### src/fpu_pkg.sv
// ---------------------------------------------------------------------------
// shared widths, value types, op codes and credit depths of the
// half-precision lane array
// ---------------------------------------------------------------------------

package fpu_pkg;

	localparam int NUM_LANES = 3;
	localparam int LANE_LATENCY = 3;   // pipeline stages in front of the lane FIFO
	localparam int LANE_DEPTH = 4;     // lane FIFO entries, also initial credits per lane
	localparam int IN_DEPTH = 4;       // dispatcher input buffer, also producer credits
	localparam int OUT_CREDITS = 4;    // consumer slots after reset

	// half precision field constants
	localparam logic [4:0] EXP_INF = 5'h1f;
	localparam int EXP_BIAS = 15;

	typedef logic [15:0] half_t;
	typedef logic [1:0] tag_t;
	typedef logic [1:0] flags_t;     // [1] overflow, [0] inexact
	typedef logic [1:0] lane_idx_t;

	typedef enum logic [1:0] {
		op_add = 2'd0,
		op_sub = 2'd1,
		op_mul = 2'd2
	} fp_op_t;

	localparam half_t QNAN = 16'h7e00;

	typedef logic [$clog2(LANE_DEPTH)-1:0] lane_ptr_t;
	typedef logic [$clog2(LANE_DEPTH+1)-1:0] lane_cnt_t;
	typedef logic [$clog2(IN_DEPTH)-1:0] in_ptr_t;
	typedef logic [$clog2(IN_DEPTH+1)-1:0] in_cnt_t;
	typedef logic [$clog2(OUT_CREDITS+1)-1:0] out_cred_t;

endpackage

### src/fpu_lane_if.sv
// ---------------------------------------------------------------------------
// one dispatcher to lane to collector path: request side with credit
// return, response side with FIFO head and pop
// ---------------------------------------------------------------------------
`timescale 1ns/100ps

interface fpu_lane_if;
	import fpu_pkg::*;

	logic req_valid;
	fp_op_t req_op;
	half_t req_a;
	half_t req_b;
	tag_t req_tag;
	logic req_credit;   // one pulse per freed FIFO entry

	logic rsp_valid;    // FIFO head present
	half_t rsp_result;
	flags_t rsp_flags;
	tag_t rsp_tag;
	logic rsp_pop;

	modport dispatch (output req_valid, req_op, req_a, req_b, req_tag, input req_credit);

	modport lane (input req_valid, req_op, req_a, req_b, req_tag, output req_credit,
		output rsp_valid, rsp_result, rsp_flags, rsp_tag, input rsp_pop);

	modport collect (input rsp_valid, rsp_result, rsp_flags, rsp_tag, output rsp_pop);

endinterface

### src/fp_add.sv
// ---------------------------------------------------------------------------
// combinational half-precision adder, truncating, subnormals flushed,
// overflow and inexact flags
// ---------------------------------------------------------------------------
`timescale 1ns/100ps

module fp_add (
	input fpu_pkg::half_t a,
	input fpu_pkg::half_t b,
	output fpu_pkg::half_t sum,
	output fpu_pkg::flags_t flags
);
	import fpu_pkg::*;

	logic a_nan, b_nan, a_inf, b_inf;
	logic flush_in;
	logic [10:0] sig_a, sig_b, sig_big, sig_small;
	logic [4:0] e_big, e_small, diff;
	logic s_big, s_small;
	logic [47:0] small_wide;
	logic [23:0] big_x, small_x;
	logic sticky;
	logic [24:0] raw, norm;
	logic [4:0] lz;
	logic signed [6:0] e_res;

	always_comb
	begin
		a_nan = (a[14:10] == EXP_INF) && (a[9:0] != '0);
		b_nan = (b[14:10] == EXP_INF) && (b[9:0] != '0);
		a_inf = (a[14:10] == EXP_INF) && (a[9:0] == '0);
		b_inf = (b[14:10] == EXP_INF) && (b[9:0] == '0);

		// exponent 0 counts as zero, dropped subnormal bits make it inexact
		sig_a = (a[14:10] == '0) ? '0 : {1'b1, a[9:0]};
		sig_b = (b[14:10] == '0) ? '0 : {1'b1, b[9:0]};
		flush_in = ((a[14:10] == '0) && (a[9:0] != '0)) || ((b[14:10] == '0) && (b[9:0] != '0));

		// larger magnitude goes first so the difference never goes negative
		if ({a[14:10], sig_a} >= {b[14:10], sig_b})
		begin
			e_big = a[14:10];
			sig_big = sig_a;
			s_big = a[15];
			e_small = b[14:10];
			sig_small = sig_b;
			s_small = b[15];
		end
		else
		begin
			e_big = b[14:10];
			sig_big = sig_b;
			s_big = b[15];
			e_small = a[14:10];
			sig_small = sig_a;
			s_small = a[15];
		end

		diff = e_big - e_small;
		small_wide = {sig_small, 37'b0} >> diff;
		small_x = small_wide[47:24];
		sticky = |small_wide[23:0];   // bits beyond the 13 guard bits
		big_x = {sig_big, 13'b0};

		if (s_big ^ s_small)
			raw = {1'b0, big_x} - {1'b0, small_x} - 25'(sticky);  // borrow keeps truncation exact
		else
			raw = {1'b0, big_x} + {1'b0, small_x};

		// leading-zero search, highest set bit wins
		lz = '0;
		for (int i = 0; i < 25; i++)
		begin
			if (raw[i])
				lz = 5'(24 - i);
		end
		norm = raw << lz;
		e_res = $signed({2'b0, e_big}) + 7'sd1 - $signed({2'b0, lz});

		sum = {s_big, e_res[4:0], norm[23:14]};
		flags = {1'b0, sticky | (|norm[13:0]) | flush_in};
		if (a_nan || b_nan || (a_inf && b_inf && (a[15] != b[15])))
		begin
			sum = QNAN;
			flags = '0;
		end
		else if (a_inf)
		begin
			sum = a;
			flags = '0;
		end
		else if (b_inf)
		begin
			sum = b;
			flags = '0;
		end
		else if (raw == '0)
		begin
			sum = {a[15] & b[15], 15'b0};  // -0 only from two negative zeros
			flags = {1'b0, flush_in};
		end
		else if (e_res >= 7'sd31)
		begin
			sum = {s_big, EXP_INF, 10'b0};
			flags = 2'b10;
		end
		else if (e_res <= 7'sd0)
		begin
			sum = {s_big, 15'b0};   // would be subnormal
			flags = 2'b01;
		end
	end

endmodule

### src/fp_mul.sv
// ---------------------------------------------------------------------------
// combinational half-precision multiplier, truncating, with
// overflow and inexact flags
// ---------------------------------------------------------------------------
`timescale 1ns/100ps

module fp_mul (
	input fpu_pkg::half_t a,
	input fpu_pkg::half_t b,
	output fpu_pkg::half_t product,
	output fpu_pkg::flags_t flags
);
	import fpu_pkg::*;

	logic a_nan, b_nan, a_inf, b_inf, a_zero, b_zero;
	logic flush_in, sign, lost;
	logic [10:0] sig_a, sig_b;
	logic [21:0] prod;
	logic [9:0] mant;
	logic signed [7:0] e_res;

	always_comb
	begin
		a_nan = (a[14:10] == EXP_INF) && (a[9:0] != '0);
		b_nan = (b[14:10] == EXP_INF) && (b[9:0] != '0);
		a_inf = (a[14:10] == EXP_INF) && (a[9:0] == '0);
		b_inf = (b[14:10] == EXP_INF) && (b[9:0] == '0);
		a_zero = (a[14:10] == '0);  // subnormals included
		b_zero = (b[14:10] == '0);
		flush_in = (a_zero && (a[9:0] != '0)) || (b_zero && (b[9:0] != '0));
		sign = a[15] ^ b[15];

		sig_a = a_zero ? '0 : {1'b1, a[9:0]};
		sig_b = b_zero ? '0 : {1'b1, b[9:0]};
		prod = sig_a * sig_b;

		// significand product lies in [1,4), normalize by at most one bit
		if (prod[21])
		begin
			mant = prod[20:11];
			lost = |prod[10:0];
		end
		else
		begin
			mant = prod[19:10];
			lost = |prod[9:0];
		end
		e_res = 8'(a[14:10]) + 8'(b[14:10]) + 8'(prod[21]) - 8'(EXP_BIAS);

		product = {sign, e_res[4:0], mant};
		flags = {1'b0, lost | flush_in};
		if (a_nan || b_nan || (a_inf && b_zero) || (b_inf && a_zero))
		begin
			product = QNAN;
			flags = '0;
		end
		else if (a_inf || b_inf)
		begin
			product = {sign, EXP_INF, 10'b0};
			flags = '0;
		end
		else if (a_zero || b_zero)
		begin
			product = {sign, 15'b0};
			flags = {1'b0, flush_in};
		end
		else if (e_res >= 8'sd31)
		begin
			product = {sign, EXP_INF, 10'b0};
			flags = 2'b10;
		end
		else if (e_res <= 8'sd0)
		begin
			product = {sign, 15'b0};
			flags = 2'b01;
		end
	end

endmodule

### src/fpu_lane.sv
// ---------------------------------------------------------------------------
// one arithmetic lane: operand conditioning, sum/product select,
// fixed-latency pipeline and result FIFO with credit return
// ---------------------------------------------------------------------------
`timescale 1ns/100ps

module fpu_lane (
	input logic clk,
	input logic reset,
	fpu_lane_if.lane port
);
	import fpu_pkg::*;

	half_t b_cond, sum, product, sel_result;
	flags_t add_flags, mul_flags, sel_flags;

	logic stage_valid [LANE_LATENCY];
	half_t stage_result [LANE_LATENCY];
	flags_t stage_flags [LANE_LATENCY];
	tag_t stage_tag [LANE_LATENCY];

	half_t fifo_result [LANE_DEPTH];
	flags_t fifo_flags [LANE_DEPTH];
	tag_t fifo_tag [LANE_DEPTH];
	lane_ptr_t wr_ptr, rd_ptr;
	lane_cnt_t count;
	logic push;

	// subtract is an add with B's sign flipped
	assign b_cond = (port.req_op == op_sub) ? {~port.req_b[15], port.req_b[14:0]} : port.req_b;

	fp_add add_sub (.a(port.req_a), .b(b_cond), .sum(sum), .flags(add_flags));

	fp_mul multiply (.a(port.req_a), .b(port.req_b), .product(product), .flags(mul_flags));

	always_comb
	begin
		if (port.req_op == op_mul)
		begin
			sel_result = product;
			sel_flags = mul_flags;
		end
		else
		begin
			sel_result = sum;
			sel_flags = add_flags;
		end
	end

	always_ff @(posedge clk)
	begin
		if (reset)
		begin
			for (int i = 0; i < LANE_LATENCY; i++)
				stage_valid[i] <= 1'b0;
		end
		else
		begin
			stage_valid[0] <= port.req_valid;
			for (int i = 1; i < LANE_LATENCY; i++)
				stage_valid[i] <= stage_valid[i-1];
		end
	end

	always_ff @(posedge clk)
	begin
		stage_result[0] <= sel_result;
		stage_flags[0] <= sel_flags;
		stage_tag[0] <= port.req_tag;
		for (int i = 1; i < LANE_LATENCY; i++)
		begin
			stage_result[i] <= stage_result[i-1];
			stage_flags[i] <= stage_flags[i-1];
			stage_tag[i] <= stage_tag[i-1];
		end
	end

	// no stall here, the dispatcher's credits reserve a FIFO slot
	assign push = stage_valid[LANE_LATENCY-1];

	always_ff @(posedge clk)
	begin
		if (push)
		begin
			fifo_result[wr_ptr] <= stage_result[LANE_LATENCY-1];
			fifo_flags[wr_ptr] <= stage_flags[LANE_LATENCY-1];
			fifo_tag[wr_ptr] <= stage_tag[LANE_LATENCY-1];
		end
	end

	always_ff @(posedge clk)
	begin
		if (reset)
		begin
			wr_ptr <= '0;
			rd_ptr <= '0;
			count <= '0;
			port.req_credit <= 1'b0;
		end
		else
		begin
			if (push)
				wr_ptr <= (wr_ptr == lane_ptr_t'(LANE_DEPTH-1)) ? '0 : wr_ptr + 1'b1;
			if (port.rsp_pop)
				rd_ptr <= (rd_ptr == lane_ptr_t'(LANE_DEPTH-1)) ? '0 : rd_ptr + 1'b1;
			if (push && !port.rsp_pop)
				count <= count + 1'b1;
			else if (!push && port.rsp_pop)
				count <= count - 1'b1;
			port.req_credit <= port.rsp_pop;   // slot freed, credit back
		end
	end

	assign port.rsp_valid = (count != '0);
	assign port.rsp_result = fifo_result[rd_ptr];
	assign port.rsp_flags = fifo_flags[rd_ptr];
	assign port.rsp_tag = fifo_tag[rd_ptr];

endmodule

### src/fpu_dispatch.sv
// ---------------------------------------------------------------------------
// input buffer with producer credit return, and round-robin issue
// to the lanes under per-lane credits
// ---------------------------------------------------------------------------
`timescale 1ns/100ps

module fpu_dispatch (
	input logic clk,
	input logic reset,
	input logic in_valid,
	input fpu_pkg::fp_op_t in_op,
	input fpu_pkg::half_t in_a,
	input fpu_pkg::half_t in_b,
	input fpu_pkg::tag_t in_tag,
	output logic in_credit,
	fpu_lane_if.dispatch lanes [fpu_pkg::NUM_LANES]
);
	import fpu_pkg::*;

	fp_op_t buf_op [IN_DEPTH];
	half_t buf_a [IN_DEPTH];
	half_t buf_b [IN_DEPTH];
	tag_t buf_tag [IN_DEPTH];
	in_ptr_t wr_ptr, rd_ptr;
	in_cnt_t count;
	lane_cnt_t lane_cred [NUM_LANES];
	logic credit_in [NUM_LANES];
	logic issue_lane [NUM_LANES];
	lane_idx_t rr_ptr;
	logic issue;

	// strict rotation, waits on the pointed lane even if others have room
	assign issue = (count != '0) && (lane_cred[rr_ptr] != '0);

	for (genvar g = 0; g < NUM_LANES; g++)
	begin : g_lane
		assign issue_lane[g] = issue && (rr_ptr == lane_idx_t'(g));
		assign lanes[g].req_valid = issue_lane[g];
		assign lanes[g].req_op = buf_op[rd_ptr];
		assign lanes[g].req_a = buf_a[rd_ptr];
		assign lanes[g].req_b = buf_b[rd_ptr];
		assign lanes[g].req_tag = buf_tag[rd_ptr];
		assign credit_in[g] = lanes[g].req_credit;
	end

	always_ff @(posedge clk)
	begin
		if (in_valid)   // producer only sends with a credit in hand
		begin
			buf_op[wr_ptr] <= in_op;
			buf_a[wr_ptr] <= in_a;
			buf_b[wr_ptr] <= in_b;
			buf_tag[wr_ptr] <= in_tag;
		end
	end

	always_ff @(posedge clk)
	begin
		if (reset)
		begin
			wr_ptr <= '0;
			rd_ptr <= '0;
			count <= '0;
			rr_ptr <= '0;
			in_credit <= 1'b0;
			for (int i = 0; i < NUM_LANES; i++)
				lane_cred[i] <= lane_cnt_t'(LANE_DEPTH);
		end
		else
		begin
			if (in_valid)
				wr_ptr <= (wr_ptr == in_ptr_t'(IN_DEPTH-1)) ? '0 : wr_ptr + 1'b1;
			if (issue)
			begin
				rd_ptr <= (rd_ptr == in_ptr_t'(IN_DEPTH-1)) ? '0 : rd_ptr + 1'b1;
				rr_ptr <= (rr_ptr == lane_idx_t'(NUM_LANES-1)) ? '0 : rr_ptr + 1'b1;
			end
			if (in_valid && !issue)
				count <= count + 1'b1;
			else if (!in_valid && issue)
				count <= count - 1'b1;
			in_credit <= issue;   // entry left the buffer
			for (int i = 0; i < NUM_LANES; i++)
			begin
				if (credit_in[i] && !issue_lane[i])
					lane_cred[i] <= lane_cred[i] + 1'b1;
				else if (!credit_in[i] && issue_lane[i])
					lane_cred[i] <= lane_cred[i] - 1'b1;
			end
		end
	end

endmodule

### src/fpu_collect.sv
// ---------------------------------------------------------------------------
// in-order round-robin drain of the lane FIFOs, registered output
// under consumer credits
// ---------------------------------------------------------------------------
`timescale 1ns/100ps

module fpu_collect (
	input logic clk,
	input logic reset,
	fpu_lane_if.collect lanes [fpu_pkg::NUM_LANES],
	output logic out_valid,
	output fpu_pkg::half_t out_result,
	output fpu_pkg::flags_t out_flags,
	output fpu_pkg::tag_t out_tag,
	input logic out_credit
);
	import fpu_pkg::*;

	logic head_valid [NUM_LANES];
	half_t head_result [NUM_LANES];
	flags_t head_flags [NUM_LANES];
	tag_t head_tag [NUM_LANES];
	lane_idx_t rr_ptr;
	out_cred_t out_cred;
	logic credit_ok;
	logic pop;

	for (genvar g = 0; g < NUM_LANES; g++)
	begin : g_lane
		assign head_valid[g] = lanes[g].rsp_valid;
		assign head_result[g] = lanes[g].rsp_result;
		assign head_flags[g] = lanes[g].rsp_flags;
		assign head_tag[g] = lanes[g].rsp_tag;
		assign lanes[g].rsp_pop = pop && (rr_ptr == lane_idx_t'(g));
	end

	// the credit is spent on the out_valid cycle, so a pending output
	// already holds one of the counted credits
	assign credit_ok = out_valid ? (out_cred > out_cred_t'(1)) : (out_cred != '0);
	assign pop = head_valid[rr_ptr] && credit_ok;

	always_ff @(posedge clk)
	begin
		if (reset)
		begin
			out_valid <= 1'b0;
			rr_ptr <= '0;
			out_cred <= out_cred_t'(OUT_CREDITS);
		end
		else
		begin
			out_valid <= pop;
			if (pop)
				rr_ptr <= (rr_ptr == lane_idx_t'(NUM_LANES-1)) ? '0 : rr_ptr + 1'b1;
			if (out_credit && !out_valid)
				out_cred <= out_cred + 1'b1;
			else if (!out_credit && out_valid)
				out_cred <= out_cred - 1'b1;
		end
	end

	always_ff @(posedge clk)
	begin
		if (pop)
		begin
			out_result <= head_result[rr_ptr];
			out_flags <= head_flags[rr_ptr];
			out_tag <= head_tag[rr_ptr];
		end
	end

endmodule

### src/fpu_array.sv
// ---------------------------------------------------------------------------
// top level: dispatcher, generated lanes and in-order collector joined
// by an array of lane interfaces
// ---------------------------------------------------------------------------
`timescale 1ns/100ps

module fpu_array (
	input logic clk,
	input logic reset,
	input logic in_valid,
	input fpu_pkg::fp_op_t in_op,
	input fpu_pkg::half_t in_a,
	input fpu_pkg::half_t in_b,
	input fpu_pkg::tag_t in_tag,
	output logic in_credit,
	output logic out_valid,
	output fpu_pkg::half_t out_result,
	output fpu_pkg::flags_t out_flags,
	output fpu_pkg::tag_t out_tag,
	input logic out_credit
);
	import fpu_pkg::*;

	fpu_lane_if lane_bus [NUM_LANES] ();

	fpu_dispatch dispatch (
		.clk,
		.reset,
		.in_valid,
		.in_op,
		.in_a,
		.in_b,
		.in_tag,
		.in_credit,
		.lanes(lane_bus)
	);

	for (genvar g = 0; g < NUM_LANES; g++)
	begin : g_lane
		fpu_lane lane (.clk, .reset, .port(lane_bus[g]));
	end

	// drains in the same rotation the dispatcher issues in
	fpu_collect collect (
		.clk,
		.reset,
		.lanes(lane_bus),
		.out_valid,
		.out_result,
		.out_flags,
		.out_tag,
		.out_credit
	);

endmodule

### config.mk
export PLATFORM = sky130hd
export DESIGN_NAME = fpu_array
export DESIGN_NICKNAME = d
export VERILOG_FILES = /design/src/fpu_pkg.sv /design/src/fpu_lane_if.sv /design/src/fp_add.sv /design/src/fp_mul.sv /design/src/fpu_lane.sv /design/src/fpu_dispatch.sv /design/src/fpu_collect.sv /design/src/fpu_array.sv
export SDC_FILE = /design/constraint.sdc
export NUM_CORES = 1
export LEC_CHECK = 0
export BUFFER_PORTS_ARGS = -buffer_cell sky130_fd_sc_hd__clkbuf_2
export CORE_AREA = 2 2 252 254
export DETAILED_ROUTE_END_ITERATION = 8
export DIE_AREA = 0 0 254 256
export PLACE_DENSITY = 0.77
export SLEW_MARGIN = 30
export SYNTH_ARGS = -nofsm -noshare
export SYNTH_HDL_FRONTEND = slang
export SYNTH_SLANG_ARGS = --single-unit
### constraint.sdc
create_clock -name clk -period 15.2 [get_ports clk]
set_input_delay 0 -clock clk [delete_from_list [all_inputs] [get_ports clk]]
set_output_delay 0 -clock clk [all_outputs]
set_load 0.02 [all_outputs]
==> run_results.csv <==
group,metric,value,unit
yosys,synth.cell_area,30900,um^2
route,detailedRoute.firstIterationViolations,1556,
critical_path,timing.critical_path.slowest_cell_delay,670,ps
clock_tree,tritoncts_clock_tree,"built",
clock_tree,htree_num_levels,2,
global_routing,overflow,0,
timing,maxSlewViolCount,0,
yosys,synth_top_cells_by_area,"edfxtp_1 (40%), dfxtp_1 (7.7%), ha_1 (7.4%), mux4_2 (6.8%), fa_1 (5.8%)",
floorplanning,die_area,65000,um^2
critical_path,crit_path_max_fanout,27,
critical_path,setup.worst_path.start_class,"register",
global_routing,grt_first_pass_wirelength,120000,um
placed_design,routabilityCongestion,0.961,
worst_hold_path,timing.hold.worst.class,"in2reg",
yosys,synth.net_count,2922,
yosys,synth.yosys.seq_area_share,0.479,
critical_path,crit_arrival,14650,ps
global_routing,groute.usage.overall,0.236,
critical_path,path_class,"reg2reg",
critical_path,critPathSlowestCell,"or4b_1",
yosys,synth.largest_area_cell,"edfxtp_1",
final_layout,nets,3007,
critical_path,timing.critical_path.mode_cell,"ha_1",
global_routing,antenna_found_initial,0,
floorplanning,floorplan.die.height,256,um
timing,timing.final.ws_setup,1060,ps
clock_tree,clock_latency,630,ps
route,post_drt_via_cell_ratio,5.87,
job,max_cap_violation_count,0,
yosys,synth-edff-count,413,
run_status,run_status,"complete, no violations",
floorplanning,design.portCount,62,
timing,max_slew.worst_pin.slew,951,ps
floorplanning,dieWidth,254,um
yosys,post_synth_num_cell_types,103,
yosys,asyncSetResetFlopFracSynth,0,
placed_design,io_buffers,61,
yosys,synth_most_common_cell,"edfxtp_1",
clock_tree,cts.path.max_buffers,3,
clock_tree,clk_pin_slew_worst_paths,60,ps
floorplanning,floorplan.initialDensity,0.495,
floorplanning,std_cell_rows,92,
timing,timing.fmax,0.0707,GHz
global_routing,vias_in_the_first_global_route,21500,
route,drt_pre_antenna_iters,5,
placed_design,place_hpwl,54700,um
yosys,postSynthRegisterBits,532,
timing,fin_setup_tns,0,ps
timing,max-slew-margin-rel,0.362,
final_layout,post-route-util,0.547,
final_layout,area.growth.synth_to_final,10.7,%
critical_path,regToRegSetupSlack,1060,ps
critical_path,worst_r2r_endpoint,"g_lane[2].lane.stage_result[0][2]",
critical_path,r2r_cells,53,
clock_tree,count_of_buffers_added_by_post_cts_timing_repair_for_setup,0,
final_layout,drive_above_1_share,0.130,
yosys,yosysWarnings,0,
clock_tree,numClockSinks,532,
route,postRouteAntennaNets,0,
yosys,syn_inst_count,2610,
global_routing,grt_max_degree,55,
yosys,yosysTopAreaCellShare,0.402,
critical_path,critPathCaptureType,"register",
critical_path,crit_required,15710,ps
worst_hold_path,hold_end,"dispatch.buf_op[3][0]",
route,detail_route.wirelength,76700,um
placed_design,detailedPlace.worstSlack,1110,ps
route,wl_per_cell,21.4,um
yosys,synth_top_cells_by_count,"edfxtp_1 (413), inv_1 (257), nand2_1 (215)",
timing,finalWorstPathRequiredPeriod,14140,ps
clock_tree,numCtsBuffers,50,
timing,final.period_utilization,0.930,
worst_hold_path,whs_path_depth,2,
timing,finalSetupViolCount,0,
yosys,ys.flop_type,"edfxtp_1",
timing,skew,53.5,ps
timing,finalHoldViolCount,0,
final_layout,antenna-diode-count,0,
floorplanning,coreArea,62400,um^2
yosys,avgSynthCellArea,11.8,um^2
worst_hold_path,holdCritStartpoint,"in_op[0]",
route,drc,0,
route,total_number_of_vias,21000,
timing,grt_setup_unrepaired,"false",
clock_tree,root_buffer_selected_by_cts,"clkbuf_16",
==> flip-flops by register name, summed over array words and instances, names as in the netlist, 6 cells and up, named ones only <==
name                      flops
collect.out_result           16
dispatch.buf_a               64
dispatch.buf_b               64
dispatch.buf_op               8
dispatch.buf_tag              8
dispatch.lane_cred            9
g_lane.lane.count             9
g_lane.lane.fifo_flags       24
g_lane.lane.fifo_result     192
g_lane.lane.fifo_tag         24
g_lane.lane.rd_ptr            6
g_lane.lane.stage_flags       6
g_lane.lane.stage_result     48
g_lane.lane.stage_tag         6
g_lane.lane.stage_valid       9
g_lane.lane.wr_ptr            6
==> critical path, delay by kind of cell, from the launching register on <==
family / cells / cell delay, ps
buf+inv: 5 / 1380
flops: 1 / 640
compound gates: 20 / 4340
xor+xnor: 2 / 560
simple gates: 15 / 3540
fa+ha+maj: 7 / 2090
mux: 4 / 1440
==> cells in the final DEF, fill, tap and decap left out, types with 40 or more instances in the layout <==
cell type / synthesis / routed
edfxtp_1: 413 / 413
inv_1: 257 / 257
nand2_1: 215 / 215
nor2_1: 205 / 205
ha_1: 182 / 182
mux2i_1: 125 / 125
dfxtp_1: 119 / 114
a21oi_1: 111 / 111
mux4_2: 93 / 93
fa_1: 90 / 90
o21ai_0: 87 / 86
clkbuf_2: 1 / 61
clkbuf_16: 0 / 55
dlygate4sd3_1: 0 / 40
==> kinds of logic after synthesis <==
logic type / share of synthesized area
xor gates and xnor gates: 0.0176
adders and majority gates: 0.132
and+or+nand+nor: 0.106
buffers and inverters: 0.0486
DFF: 0.479
AOI/OAI and AO/OA: 0.0959
muxes: 0.120
==> routing by layer <==
| metal | routed length [um] | global-route usage | vias up | share of wire |
|---|---|---|---|---|
| met5 | 0 | 0 | - | 0 |
| li1 | - | - | 9656 | - |
| met1 | 30700 | 0.293 | 10500 | 0.40 |
| met2 | 39300 | 0.421 | 745 | 0.51 |
| met4 | 2390 | 0.0775 | 0 | 0.031 |
| met3 | 4330 | 0.0328 | 174 | 0.056 |
==> layout make-up <==
type                            count  area (um^2)
Fill cell                        5098        28200
Sequential cell                   532        14800
Multi-Input combinational cell   1713        14600
Clock buffer                       71         1500
Tap cell                          846         1060
Inverter                          261          981
Timing Repair Buffer              137          980
Clock inverter                     23          229
==> metrics by stage <==
step	std cells	instance area, um^2	hold WS, ps
2_1_floorplan	2610	30900	98.9
3_3_place_gp	3449	32000	216
3_5_place_dp	3449	32000	221
4_1_cts	3583	34100	136
5_1_grt	3583	34100	160
6_report	3583	34100	173
==> what timing repair did <==
action,CTS,global route
endpoints found under the hold margin,191,0
endpoints found under the setup margin,0,6
resized for setup,0,2
hold buffers,40,0
==> worst max-delay path by stage <==
stage                                   endpoint  cells past startpoint
3_5_place_dp   g_lane[2].lane.stage_result[0][2]                     53
5_1_grt        g_lane[2].lane.stage_result[0][2]                     53
3_3_place_gp   g_lane[2].lane.stage_result[0][2]                     53
6_report       g_lane[2].lane.stage_result[0][2]                     53
4_1_cts        g_lane[2].lane.stage_result[0][2]                     53
2_1_floorplan  g_lane[2].lane.stage_result[0][2]                     50
Power is not shown: default switching activity piles up to over one toggle a cycle in this logic, so the estimate is an artifact.
